## src/verilog/mp_mem_config.svh

```systemverilog
`ifndef MP_MEM_CONFIG_SVH
`define MP_MEM_CONFIG_SVH

// Data word width in bits.
`define MP_WIDTH 16

// Number of banks and the width of a bank address.
`define MP_NUMVBNK 4
`define MP_BITVBNK 2

// Rows in each bank and the width of a row address.
`define MP_NUMVROW 16
`define MP_BITVROW 4

// Write ports.
`define MP_NUMWRPT 2

// Read ports, each with its own replica of every bank.
`define MP_NUMRDPT 2

`endif

```

## src/verilog/mp_mem_pkg.sv

```systemverilog
`default_nettype none

`include "mp_mem_config.svh"

package mp_mem_pkg;

  // One stored word.
  typedef logic [`MP_WIDTH-1:0] data_t;

  // Bank select.
  typedef logic [`MP_BITVBNK-1:0] bank_t;

  // Row within a bank.
  typedef logic [`MP_BITVROW-1:0] row_t;

  // Clear machine. Zeroes all rows after reset, then serves requests.
  typedef enum logic {
    clearing = 1'b0,
    running  = 1'b1
  } clr_state_t;

endpackage

`default_nettype wire

```

## src/verilog/mp_port_pkg.sv

```systemverilog
`default_nettype none

package mp_port_pkg;

  // Request on one write port.
  typedef struct packed {
    logic              write;
    mp_mem_pkg::bank_t bank;
    mp_mem_pkg::row_t  row;
    mp_mem_pkg::data_t data;
  } wr_req_t;

  // Request on one read port.
  typedef struct packed {
    logic              read;
    mp_mem_pkg::bank_t bank;
    mp_mem_pkg::row_t  row;
  } rd_req_t;

  // Resolved write command for one bank, sent to all of its replicas.
  typedef struct packed {
    logic              en;
    mp_mem_pkg::row_t  row;
    mp_mem_pkg::data_t data;
  } bank_wr_t;

endpackage

`default_nettype wire

```

## src/verilog/mp_bank_array.sv

```systemverilog
`default_nettype none
`timescale 1ns/1ns

`include "mp_mem_config.svh"

module mp_bank_array (
  input  wire logic                   clk,
  input  wire logic                   ready,
  input  mp_port_pkg::bank_wr_t       bank_wr [`MP_NUMVBNK],
  input  mp_port_pkg::rd_req_t        rd_req [`MP_NUMRDPT],
  output mp_mem_pkg::data_t           bank_dout [`MP_NUMRDPT][`MP_NUMVBNK]
);

  logic [`MP_NUMVBNK-1:0] rd_en [`MP_NUMRDPT];

  // One copy of every bank per read port; writes go to all copies.
  for (genvar p = 0; p < `MP_NUMRDPT; p++) begin : g_port
    for (genvar b = 0; b < `MP_NUMVBNK; b++) begin : g_bank
      assign rd_en[p][b] = ready && rd_req[p].read &&
                           (rd_req[p].bank == mp_mem_pkg::bank_t'(b));

      mp_sram_1r1w u_sram (
        .clk     (clk),
        .wr_en   (bank_wr[b].en),
        .wr_row  (bank_wr[b].row),
        .wr_data (bank_wr[b].data),
        .rd_en   (rd_en[p][b]),
        .rd_row  (rd_req[p].row),
        .rd_data (bank_dout[p][b])
      );
    end
  end

endmodule

`default_nettype wire

```

## src/verilog/mp_mem_top.sv

```systemverilog
`default_nettype none
`timescale 1ns/1ns

`include "mp_mem_config.svh"

module mp_mem_top (
  input  wire logic                   clk,
  input  wire logic                   reset,
  output logic                        ready,
  input  mp_port_pkg::wr_req_t        wr_req [`MP_NUMWRPT],
  input  mp_port_pkg::rd_req_t        rd_req [`MP_NUMRDPT],
  output logic [`MP_NUMRDPT-1:0]      rd_vld,
  output mp_mem_pkg::data_t           rd_dout [`MP_NUMRDPT]
);

  mp_port_pkg::bank_wr_t bank_wr [`MP_NUMVBNK];
  mp_mem_pkg::data_t     bank_dout [`MP_NUMRDPT][`MP_NUMVBNK];

  mp_write_steer u_write_steer (
    .clk     (clk),
    .reset   (reset),
    .wr_req  (wr_req),
    .ready   (ready),
    .bank_wr (bank_wr)
  );

  mp_bank_array u_bank_array (
    .clk       (clk),
    .ready     (ready),
    .bank_wr   (bank_wr),
    .rd_req    (rd_req),
    .bank_dout (bank_dout)
  );

  mp_read_return u_read_return (
    .clk       (clk),
    .reset     (reset),
    .ready     (ready),
    .rd_req    (rd_req),
    .bank_dout (bank_dout),
    .rd_vld    (rd_vld),
    .rd_dout   (rd_dout)
  );

endmodule

`default_nettype wire

```

## src/verilog/mp_read_return.sv

```systemverilog
`default_nettype none
`timescale 1ns/1ns

`include "mp_mem_config.svh"

module mp_read_return (
  input  wire logic                   clk,
  input  wire logic                   reset,
  input  wire logic                   ready,
  input  mp_port_pkg::rd_req_t        rd_req [`MP_NUMRDPT],
  input  mp_mem_pkg::data_t           bank_dout [`MP_NUMRDPT][`MP_NUMVBNK],
  output logic [`MP_NUMRDPT-1:0]      rd_vld,
  output mp_mem_pkg::data_t           rd_dout [`MP_NUMRDPT]
);

  logic [`MP_NUMRDPT-1:0] rd_pend;
  mp_mem_pkg::bank_t      rd_bank [`MP_NUMRDPT];

  // First stage tracks the SRAM read in flight.
  always_ff @(posedge clk) begin
    if (reset) begin
      rd_pend <= '0;
    end else begin
      for (int p = 0; p < `MP_NUMRDPT; p++) begin
        rd_pend[p] <= ready && rd_req[p].read;
      end
    end
  end

  always_ff @(posedge clk) begin
    for (int p = 0; p < `MP_NUMRDPT; p++) begin
      rd_bank[p] <= rd_req[p].bank;
    end
  end

  // Second stage picks the addressed bank copy.
  always_ff @(posedge clk) begin
    if (reset) begin
      rd_vld <= '0;
    end else begin
      rd_vld <= rd_pend;
    end
  end

  always_ff @(posedge clk) begin
    for (int p = 0; p < `MP_NUMRDPT; p++) begin
      if (rd_pend[p]) begin
        rd_dout[p] <= bank_dout[p][rd_bank[p]];
      end
    end
  end

endmodule

`default_nettype wire

```

## src/verilog/mp_sram_1r1w.sv

```systemverilog
`default_nettype none
`timescale 1ns/1ns

`include "mp_mem_config.svh"

module mp_sram_1r1w (
  input  wire logic               clk,
  input  wire logic               wr_en,
  input  mp_mem_pkg::row_t        wr_row,
  input  mp_mem_pkg::data_t       wr_data,
  input  wire logic               rd_en,
  input  mp_mem_pkg::row_t        rd_row,
  output mp_mem_pkg::data_t       rd_data
);

  mp_mem_pkg::data_t mem [`MP_NUMVROW];

  always_ff @(posedge clk) begin
    if (wr_en) begin
      mem[wr_row] <= wr_data;
    end
  end

  // Read-first. A same-edge write lands after the old word is captured.
  always_ff @(posedge clk) begin
    if (rd_en) begin
      rd_data <= mem[rd_row];
    end
  end

endmodule

`default_nettype wire

```

## src/verilog/mp_write_steer.sv

```systemverilog
`default_nettype none
`timescale 1ns/1ns

`include "mp_mem_config.svh"

module mp_write_steer (
  input  wire logic                   clk,
  input  wire logic                   reset,
  input  mp_port_pkg::wr_req_t        wr_req [`MP_NUMWRPT],
  output logic                        ready,
  output mp_port_pkg::bank_wr_t       bank_wr [`MP_NUMVBNK]
);

  mp_mem_pkg::clr_state_t state;
  mp_mem_pkg::row_t       clr_row;

  // Clear machine. One row per cycle, all banks at once.
  always_ff @(posedge clk) begin
    if (reset) begin
      state   <= mp_mem_pkg::clearing;
      clr_row <= '0;
    end else if (state == mp_mem_pkg::clearing) begin
      clr_row <= clr_row + 1'b1;
      if (clr_row == mp_mem_pkg::row_t'(`MP_NUMVROW - 1)) begin
        state <= mp_mem_pkg::running;
      end
    end
  end

  assign ready = (state == mp_mem_pkg::running);

  // Per-bank write arbitration.
  always_comb begin
    for (int b = 0; b < `MP_NUMVBNK; b++) begin
      bank_wr[b] = '0;
      if (state == mp_mem_pkg::clearing) begin
        bank_wr[b].en   = 1'b1;
        bank_wr[b].row  = clr_row;
        bank_wr[b].data = '0;
      end else begin
        // Scan from the highest port down so the lowest matching port is kept.
        for (int p = `MP_NUMWRPT - 1; p >= 0; p--) begin
          if (wr_req[p].write && (wr_req[p].bank == mp_mem_pkg::bank_t'(b))) begin
            bank_wr[b].en   = 1'b1;
            bank_wr[b].row  = wr_req[p].row;
            bank_wr[b].data = wr_req[p].data;
          end
        end
      end
    end
  end

endmodule

`default_nettype wire
```

## config.mk

```make
export PLATFORM = sky130hd
export DESIGN_NAME = mp_mem_top
export DESIGN_NICKNAME = d
export VERILOG_FILES = /design/src/verilog/mp_mem_pkg.sv /design/src/verilog/mp_port_pkg.sv /design/src/verilog/mp_bank_array.sv /design/src/verilog/mp_mem_top.sv /design/src/verilog/mp_read_return.sv /design/src/verilog/mp_sram_1r1w.sv /design/src/verilog/mp_write_steer.sv
export VERILOG_INCLUDE_DIRS = /design/src /design/src/verilog
export SDC_FILE = /design/constraint.sdc
export NUM_CORES = 1
export LEC_CHECK = 0
export BUFFER_PORTS_ARGS = -buffer_cell sky130_fd_sc_hd__buf_2
export CAP_MARGIN = 20
export CORE_MARGIN = 5
export CORE_UTILIZATION = 35
export DETAILED_ROUTE_END_ITERATION = 10
export PLACE_DENSITY = 0.57
export REMOVE_ABC_BUFFERS = 1
export SETUP_SLACK_MARGIN = 0.3
export SLEW_MARGIN = 20
export SYNTH_ARGS = -nofsm -noshare
export SYNTH_HDL_FRONTEND = slang
export SYNTH_SLANG_ARGS = --single-unit
```

## constraint.sdc

```tcl
create_clock -name clk -period 7.1 [get_ports clk]
set_clock_uncertainty 0.1 [all_clocks]
set_input_delay 1.42 -clock clk [delete_from_list [all_inputs] [get_ports clk]]
set_output_delay 1.42 -clock clk [all_outputs]
set_load 0.01 [all_outputs]
```

==> results of run 1 <==
metal layers:
metal | global-route usage (%) | share of wire (%) | wire length [um] | vias to the layer above
met2 | 31.3 | 46 | 78600 | 1763
met4 | 7.11 | 3.3 | 5660 | 8
met1 | 28.6 | 39 | 66800 | 16126
met3 | 5.91 | 11 | 18300 | 322
met5 | 0.268 | 0.058 | 99 | -
li1 | - | - | - | 11025
sequential cells by signal, summed over array words and instances (netlist names):
register	count
u_bank_array.g_port.g_bank.u_sram.rd_data	128
u_read_return.rd_dout	32
u_write_steer.clr_row	4
u_read_return.rd_pend	2
u_bank_array.g_port.g_bank.u_sram.mem	1024
u_write_steer.ready	1
u_read_return.rd_vld	2
u_read_return.rd_bank	4
cells by family after synthesis:
group	count (synthesis)	synth area share (%)
AO/OA/AOI/OAI	123	1.68
XOR/XNOR	2	0.0323
adder cells (fa/ha/maj)	1	0.0231
buffers and inverters	192	2.02
flip-flops	1197	66.0
multiplexers	679	28.4
AND/OR/NAND/NOR	201	1.85
per-stage QoR:
stage / instances / instance area (sq um) / hold slack, ns / setup WS (ns)
after floorplan: 2210 / 53200 / 0.385 / 2.55
after global placement: 4422 / 57200 / 0.412 / 2.36
after detailed placement: 4424 / 57400 / 0.425 / 2.26
after CTS: 4663 / 61800 / 0.435 / 2.96
after global routing: 4666 / 61900 / 0.472 / 2.83
final: 4681 / 61900 / 0.438 / 2.96
worst reg2reg max path, stage by stage (launching register included):
cell and delay [ns]:
dfxtp_2 0.98, inv_2 0.54, nor3_4 0.68, a32oi_1 0.42, nor3_2 0.77, buf_4 0.33
power by group:
| group | internal [mW] | switching [mW] | leakage, nW | total, mW |
|---|---|---|---|---|
| sequential | 7.84 | 0.0611 | 11.5 | 7.90 |
| combinational | 0.513 | 0.698 | 6.01 | 1.21 |
| clock | 4.23 | 2.86 | 2.15 | 7.09 |
| total | 12.6 | 3.62 | 19.7 | 16.2 |
worst max path at each step:
stage                         from                                                  to  slack, ns
3_3_place_gp            wr_req[45]                                            register       2.36
2_1_floorplan  u_write_steer.ready   u_bank_array.g_port[1].g_bank[0].u_sram.mem[5][0]       2.55
5_1_grt        u_write_steer.ready  u_bank_array.g_port[1].g_bank[0].u_sram.mem[5][10]       2.83
3_5_place_dp            wr_req[45]  u_bank_array.g_port[0].g_bank[3].u_sram.mem[5][14]       2.26
6_report       u_write_steer.ready  u_bank_array.g_port[1].g_bank[0].u_sram.mem[5][10]       2.96
4_1_cts        u_write_steer.ready   u_bank_array.g_port[0].g_bank[3].u_sram.mem[5][0]       2.96
synthesized netlist by cell type (3+ instances only):
library cell	number	area share [%]
nand3_1	7	0.065
buf_4	25	0.35
o22ai_1	4	0.046
buf_1	32	0.22
o211ai_1	5	0.069
a21o_1	6	0.083
o311a_1	3	0.055
nand4_1	6	0.069
mux2i_1	6	0.11
a211oi_1	3	0.042
nor4_1	10	0.12
nor3_1	36	0.33
nand3b_1	4	0.055
nor2_1	98	0.68
edfxtp_1	1184	66
nand2_1	9	0.062
mux4_2	625	26
clkbuf_1	79	0.55
inv_1	7	0.048
buf_6	28	0.58
and3b_1	4	0.065
buf_12	3	0.11
a22oi_1	48	0.66
nand2b_1	4	0.046
nor2b_1	6	0.069
mux4_1	45	2.2
dfxtp_1	13	0.48
a22o_1	16	0.26
a21oi_1	18	0.17
buf_2	16	0.15
cell type report:
| cell class | count | area [sq um] |
|---|---|---|
| diodes | 17 | 42.5 |
| flip-flops and latches | 1197 | 35800 |
| well taps | 2044 | 2560 |
| clock inverters | 70 | 875 |
| clock buffers | 169 | 3550 |
| repair buffers | 171 | 1270 |
| inverters | 7 | 26.3 |
| multi-input cells | 1006 | 17800 |
| fillers | 13394 | 92200 |
==> metrics.md, run 1 <==
| Metric | Value |
|---|---|
| Most common cell after layout, fill and taps aside | edfxtp_1 |
| H-tree depth | 4 |
| Max stage delay on crit path | around 0.98 ns |
| Largest net degree at the start of global routing | ~100 |
| # Post-CTS Setup Buffers | 0 |
| Io pins | between 90 and 100 |
| Routability Congestion | between 0.9 and 1 |
| Worst path cell trace | inv_2, nor3_4, a32oi_1, nor3_2, buf_4 |
| Hold path endpoint | u_write_steer.ready |
| CP max FO | 42 |
| Synth Warn # | 0 |
| CTS Buf Count | 133 |
| Unique masters post-synth | 63 |
| Setup CP Type | reg -> reg |
| Vias in the first global route | around 30000 |
| Mapped Avg Cell Area | 22.6 sq um |
| Leakage | ~20 nW |
| # resized after CTS | 0 |
| Worst setup EP type | register |
| Post-synth EDFFs | 1184 |
| Number of synthesized register bits | 1197 |
| Die Footprint | ~160000 sq um |
| Post-cts hold buffer count | 0 |
| Starting density of the core | a little over a third |
| DR vias/cell | between 6 and 7 |
| Cell count after synthesis | 2395 |
| DRC marker count from the first detailed-route iteration | just over 4000 |
| Tmin final | between 4 and 5 ns |
| Maximum VDD drop | approximately 250 uV |
| WHS Path Cells | 2 |
| Reg2reg end | u_bank_array.g_port[1].g_bank[0].u_sram.mem[5][10] |
| GR Overflow Total | 0 |
| Final #Nets | 2579 |
| Fmax | about 240 MHz |
| CP max stage cell | dfxtp_2 |
| RSZ-0062 raised after global routing | false |
| Layout area overhead | 14.1% |
| CP delay by family, top | simple AND/OR/NAND/NOR gates |
| Core area | ~150000 sq um |
| GR Util All Layers | around a fifth |
| Most used DFF post-synth | edfxtp_1 |
| Latest clock arrival within the worst-skew pair | between 0.7 and 0.8 ns |
| Synthesized cell area | 54200 sq um |
| DRT antenna net count | 0 |
| Most frequent cells in the layout | 1184 x edfxtp_1, 625 x mux4_2, 137 x clkbuf_16 |
| Clk sink count | approximately 1200 |
| Root cell of the clock tree | clkbuf_16 |
| Worst EP arrival | between 4 and 5 ns |
| Chip height | approximately 400 um |
| Layout cells sized above 1 | between 40 and 50% |
| CP Buf/Inv Count | 2 |
| Tot Pwr | 16.2 mW |
| Hold Crit Class | reg -> reg |
| Final Util | between 40% and 50% |
| Worst endpoint required time | around 7.5 ns |
| DR DRC count | 0 |
| Final setup viols | 0 |
| Routed vias | 29244 |
| Longest Clk Path Bufs | 3 |
| # rows | approximately 140 |
| Worst R2R Path Depth | 5 |
| Drt first pass iters | 6 |
| Routed WL | roughly 170000 um |
| Power Density | 262 nW/um^2 |
| FF-to-FF setup slack | 2.96 ns |
| IO buf count | 96 |
| Worst-Margin Slew | ~1.1 ns |
| Outcome | complete, no violations |
| Slew Viols, Final | 0 |
| Clock Pin Slew Worst Setup and Hold Paths | about 0.07 ns |
| Worst hold start | u_write_steer.clr_row[2] |
| CP startpoint kind | register |
| Initial antenna violation count | 31 |
| Global-route wire length before repair | 235000 um |
| Hold Vio Cnt, Final | 0 |
| Post-DP HPWL | roughly 110000 um |
| Seq/Total Area, Yosys | approximately 66% |
| Max-cap viol count | 0 |
| Setup TNS | 0 ns |
| CTS tree | built |
| Worst reg2reg path startpoint | u_write_steer.ready |
| Fin crit share | 58.2% |
| Ys async rst share | 0% |
| Die boundary width | 404 um |
| Rel. slew slack | 23.7% |
| Crit path depth | 5 |
| WL per Instance | 36.2 um |
(Power assumes the default switching activity.)
==> run 2: changes to the inputs <==
Settings changed: PLACE_DENSITY 0.57 to 0.59.
Clock period 7.1 ns to 3.7 ns, I/O delays scaled along.
==> run 2 against run 1 <==
  * Global-route usage decreased by 0.72 points
  * Critical endpoint is now u_bank_array.g_port[0].g_bank[1].u_sram.mem[0][15]
  * Worst hold slack got worse by 0.36 ns
  * Largest power group unchanged
  * First-iteration DRC count decreased by 7.9%
  * Flip-flop and latch count unchanged
  * Register-to-register slack got worse by 2.3 ns
  * Wire length decreased by 3.5%
==> metrics.md, run 2 (synthesized netlist as in run 1, its figures left out) <==
| Metric | Value |
|---|---|
| Outcome | complete, no violations |
| Longest Clk Path Bufs | 3 |
| Global-route wire length before repair | about 230000 um |
| Global Route met1 Usage | 27.4% |
| Final #Nets | around 2700 |
| Fmax | between 300 and 400 MHz |
| WL per Instance | between 30 and 40 um |
| Post-Layout Cell Count | roughly 4800 |
| # resized after CTS | 0 |
| Final setup viols | 0 |
| Worst EP arrival | between 3 and 4 ns |
| CP startpoint kind | register |
| Clock Pin Slew Worst Setup and Hold Paths | approximately 0.06 ns |
| Fillers | 13384 |
| Drt first pass iters | 7 |
| GR Overflow Total | 0 |
| Post-cts hold buffer count | 0 |
| DRC marker count from the first detailed-route iteration | 3780 |
| Worst endpoint required time | 3.99 ns |
| Power Density | 479 nW/um^2 |
| Grt peak-use layer | met2 |
| Routed vias | 28851 |
| Starting density of the core | a little over a third |
| Hold Vio Cnt, Final | 0 |
| Biggest regs | u_bank_array.g_port.g_bank.u_sram.mem x1024, u_bank_array.g_port.g_bank.u_sram.rd_data x128, u_read_return.rd_dout x32 |
| Latest clock arrival within the worst-skew pair | roughly 0.75 ns |
| Core area | between 150000 and 200000 sq um |
| Most common cell after layout, fill and taps aside | edfxtp_1 |
| DRT antenna net count | 0 |
| Worst setup EP type | register |
| Maximum VDD drop | between 300 and 400 uV |
| CTS Buf Count | roughly 130 |
| Placed cells | about 4500 |
| Slew Viols, Final | 0 |
| CTS tree | built |
| Die Footprint | between 150000 and 200000 sq um |
| Vias in the first global route | 29441 |
| Max-cap viol count | 0 |
| GR Layer Usage met2 | a little under a third |
| GR Layer Usage met3 | under 10% |
| Largest net degree at the start of global routing | 78 |
| Die boundary width | between 400 and 500 um |
| Tot Pwr | roughly 30 mW |
| Worst-Margin Slew | 1.21 ns |
| DR DRC count | 0 |
| Routed WL | 163000 um |
| H-tree depth | 4 |
| Layout cells sized above 1 | 42.9% |
| Hold Crit Class | in -> reg |
| Layout area overhead | 14.9% |
| Fin crit share | between 80% and 90% |
| Setup CP Type | reg -> reg |
| CP max FO | 19 |
| Root cell of the clock tree | clkbuf_16 |
| RSZ-0062 raised after global routing | false |
| Routability Congestion | 0.945 |
| Clk sink count | ~1200 |
| IO buf count | 96 |
| Chip height | 404 um |
| # rows | about 140 |
| Post-DP HPWL | 106000 um |
| GR Util All Layers | approximately a fifth |
| Leakage | 20.1 nW |
| Most frequent cells in the layout | 1184 x edfxtp_1, 625 x mux4_2, 146 x buf_4 |
| Initial antenna violation count | 26 |
| Rel. slew slack | 19.1% |
| Io pins | 97 |
| # Post-CTS Setup Buffers | 0 |
| Largest register FFs | 1024 |
| DR vias/cell | a little over 6 |
| Tmin final | ~3 ns |
| Reg with most FFs | u_bank_array.g_port.g_bank.u_sram.mem |
[run 2: changes by cell type in the layout (fill, tap and decap cells not counted), moves of 7 or more]
cell / previous run / this run
buf_12: 11 / 30
buf_4: 64 / 146
bufinv_16: 19 / 4
nor2_1: 47 / 54
nor2_2: 28 / 44
nor2_4: 23 / 0
[run 2: power by group]
part | internal (mW) | leakage (nW) | total, mW | switching (mW)
sequential | 15.0 | 11.5 | 15.2 | 0.112
clock | 7.08 | 1.97 | 12.4 | 5.35
combinational | 1.03 | 6.59 | 2.25 | 1.22
[run 2: cell type report]
type	count	area [sq um]	area share (%)
inverters	7	26.3	0.0422
well taps	2044	2560	4.10
clock buffers	167	3540	5.68
repair buffers	270	2220	3.56
clock inverters	67	514	0.825
multi-input cells	1006	17600	28.3
diodes	13	32.5	0.0522
flip-flops and latches	1197	35800	57.5
[run 2: worst paths after layout]
| check | startpoint | end | slack [ns] | cells after the start |
|---|---|---|---|---|
| min reg2reg | u_write_steer.clr_row[2] | u_write_steer.ready | 0.42 | 2 |
| max | u_write_steer.ready | u_bank_array.g_port[0].g_bank[1].u_sram.mem[0][15] | 0.62 | 5 |
| max reg2reg | u_write_steer.ready | u_bank_array.g_port[0].g_bank[1].u_sram.mem[0][15] | 0.62 | 5 |
| min | rd_req[4] | u_read_return.rd_bank[0][2] | 0.08 | 1 |
[run 2: critical path, stage by stage (launching register included)]
cell      delay, ns
dfxtp_2        0.58
inv_2          0.25
o31ai_1        0.64
nand2_1        0.44
a211oi_4       0.29
buf_4          0.41
[run 2: metal layers]
| metal | vias up | part of all wire, % |
|---|---|---|
| met5 | - | 0.037 |
| met4 | 10 | 3.2 |
| met3 | 291 | 9.9 |
| met2 | 1643 | 47 |
| met1 | 15687 | 40 |
| li1 | 11220 | - |
[run 2: through the flow]
step | setup WS, ns | cell area [sq um] | util [%] | hold slack (ns) | TNS (ns)
after floorplan | -0.850 | 53200 | - | 0.385 | -304.24
after global placement | 0.565 | 58200 | 37.8 | 0.406 | 0
after detailed placement | 0.502 | 58200 | 37.8 | 0.413 | 0
after CTS | 0.736 | 62300 | 40.4 | 0.0226 | 0
after global routing | 0.493 | 62300 | 40.4 | 0.0524 | 0
final | 0.621 | 62300 | 40.5 | 0.0764 | 0
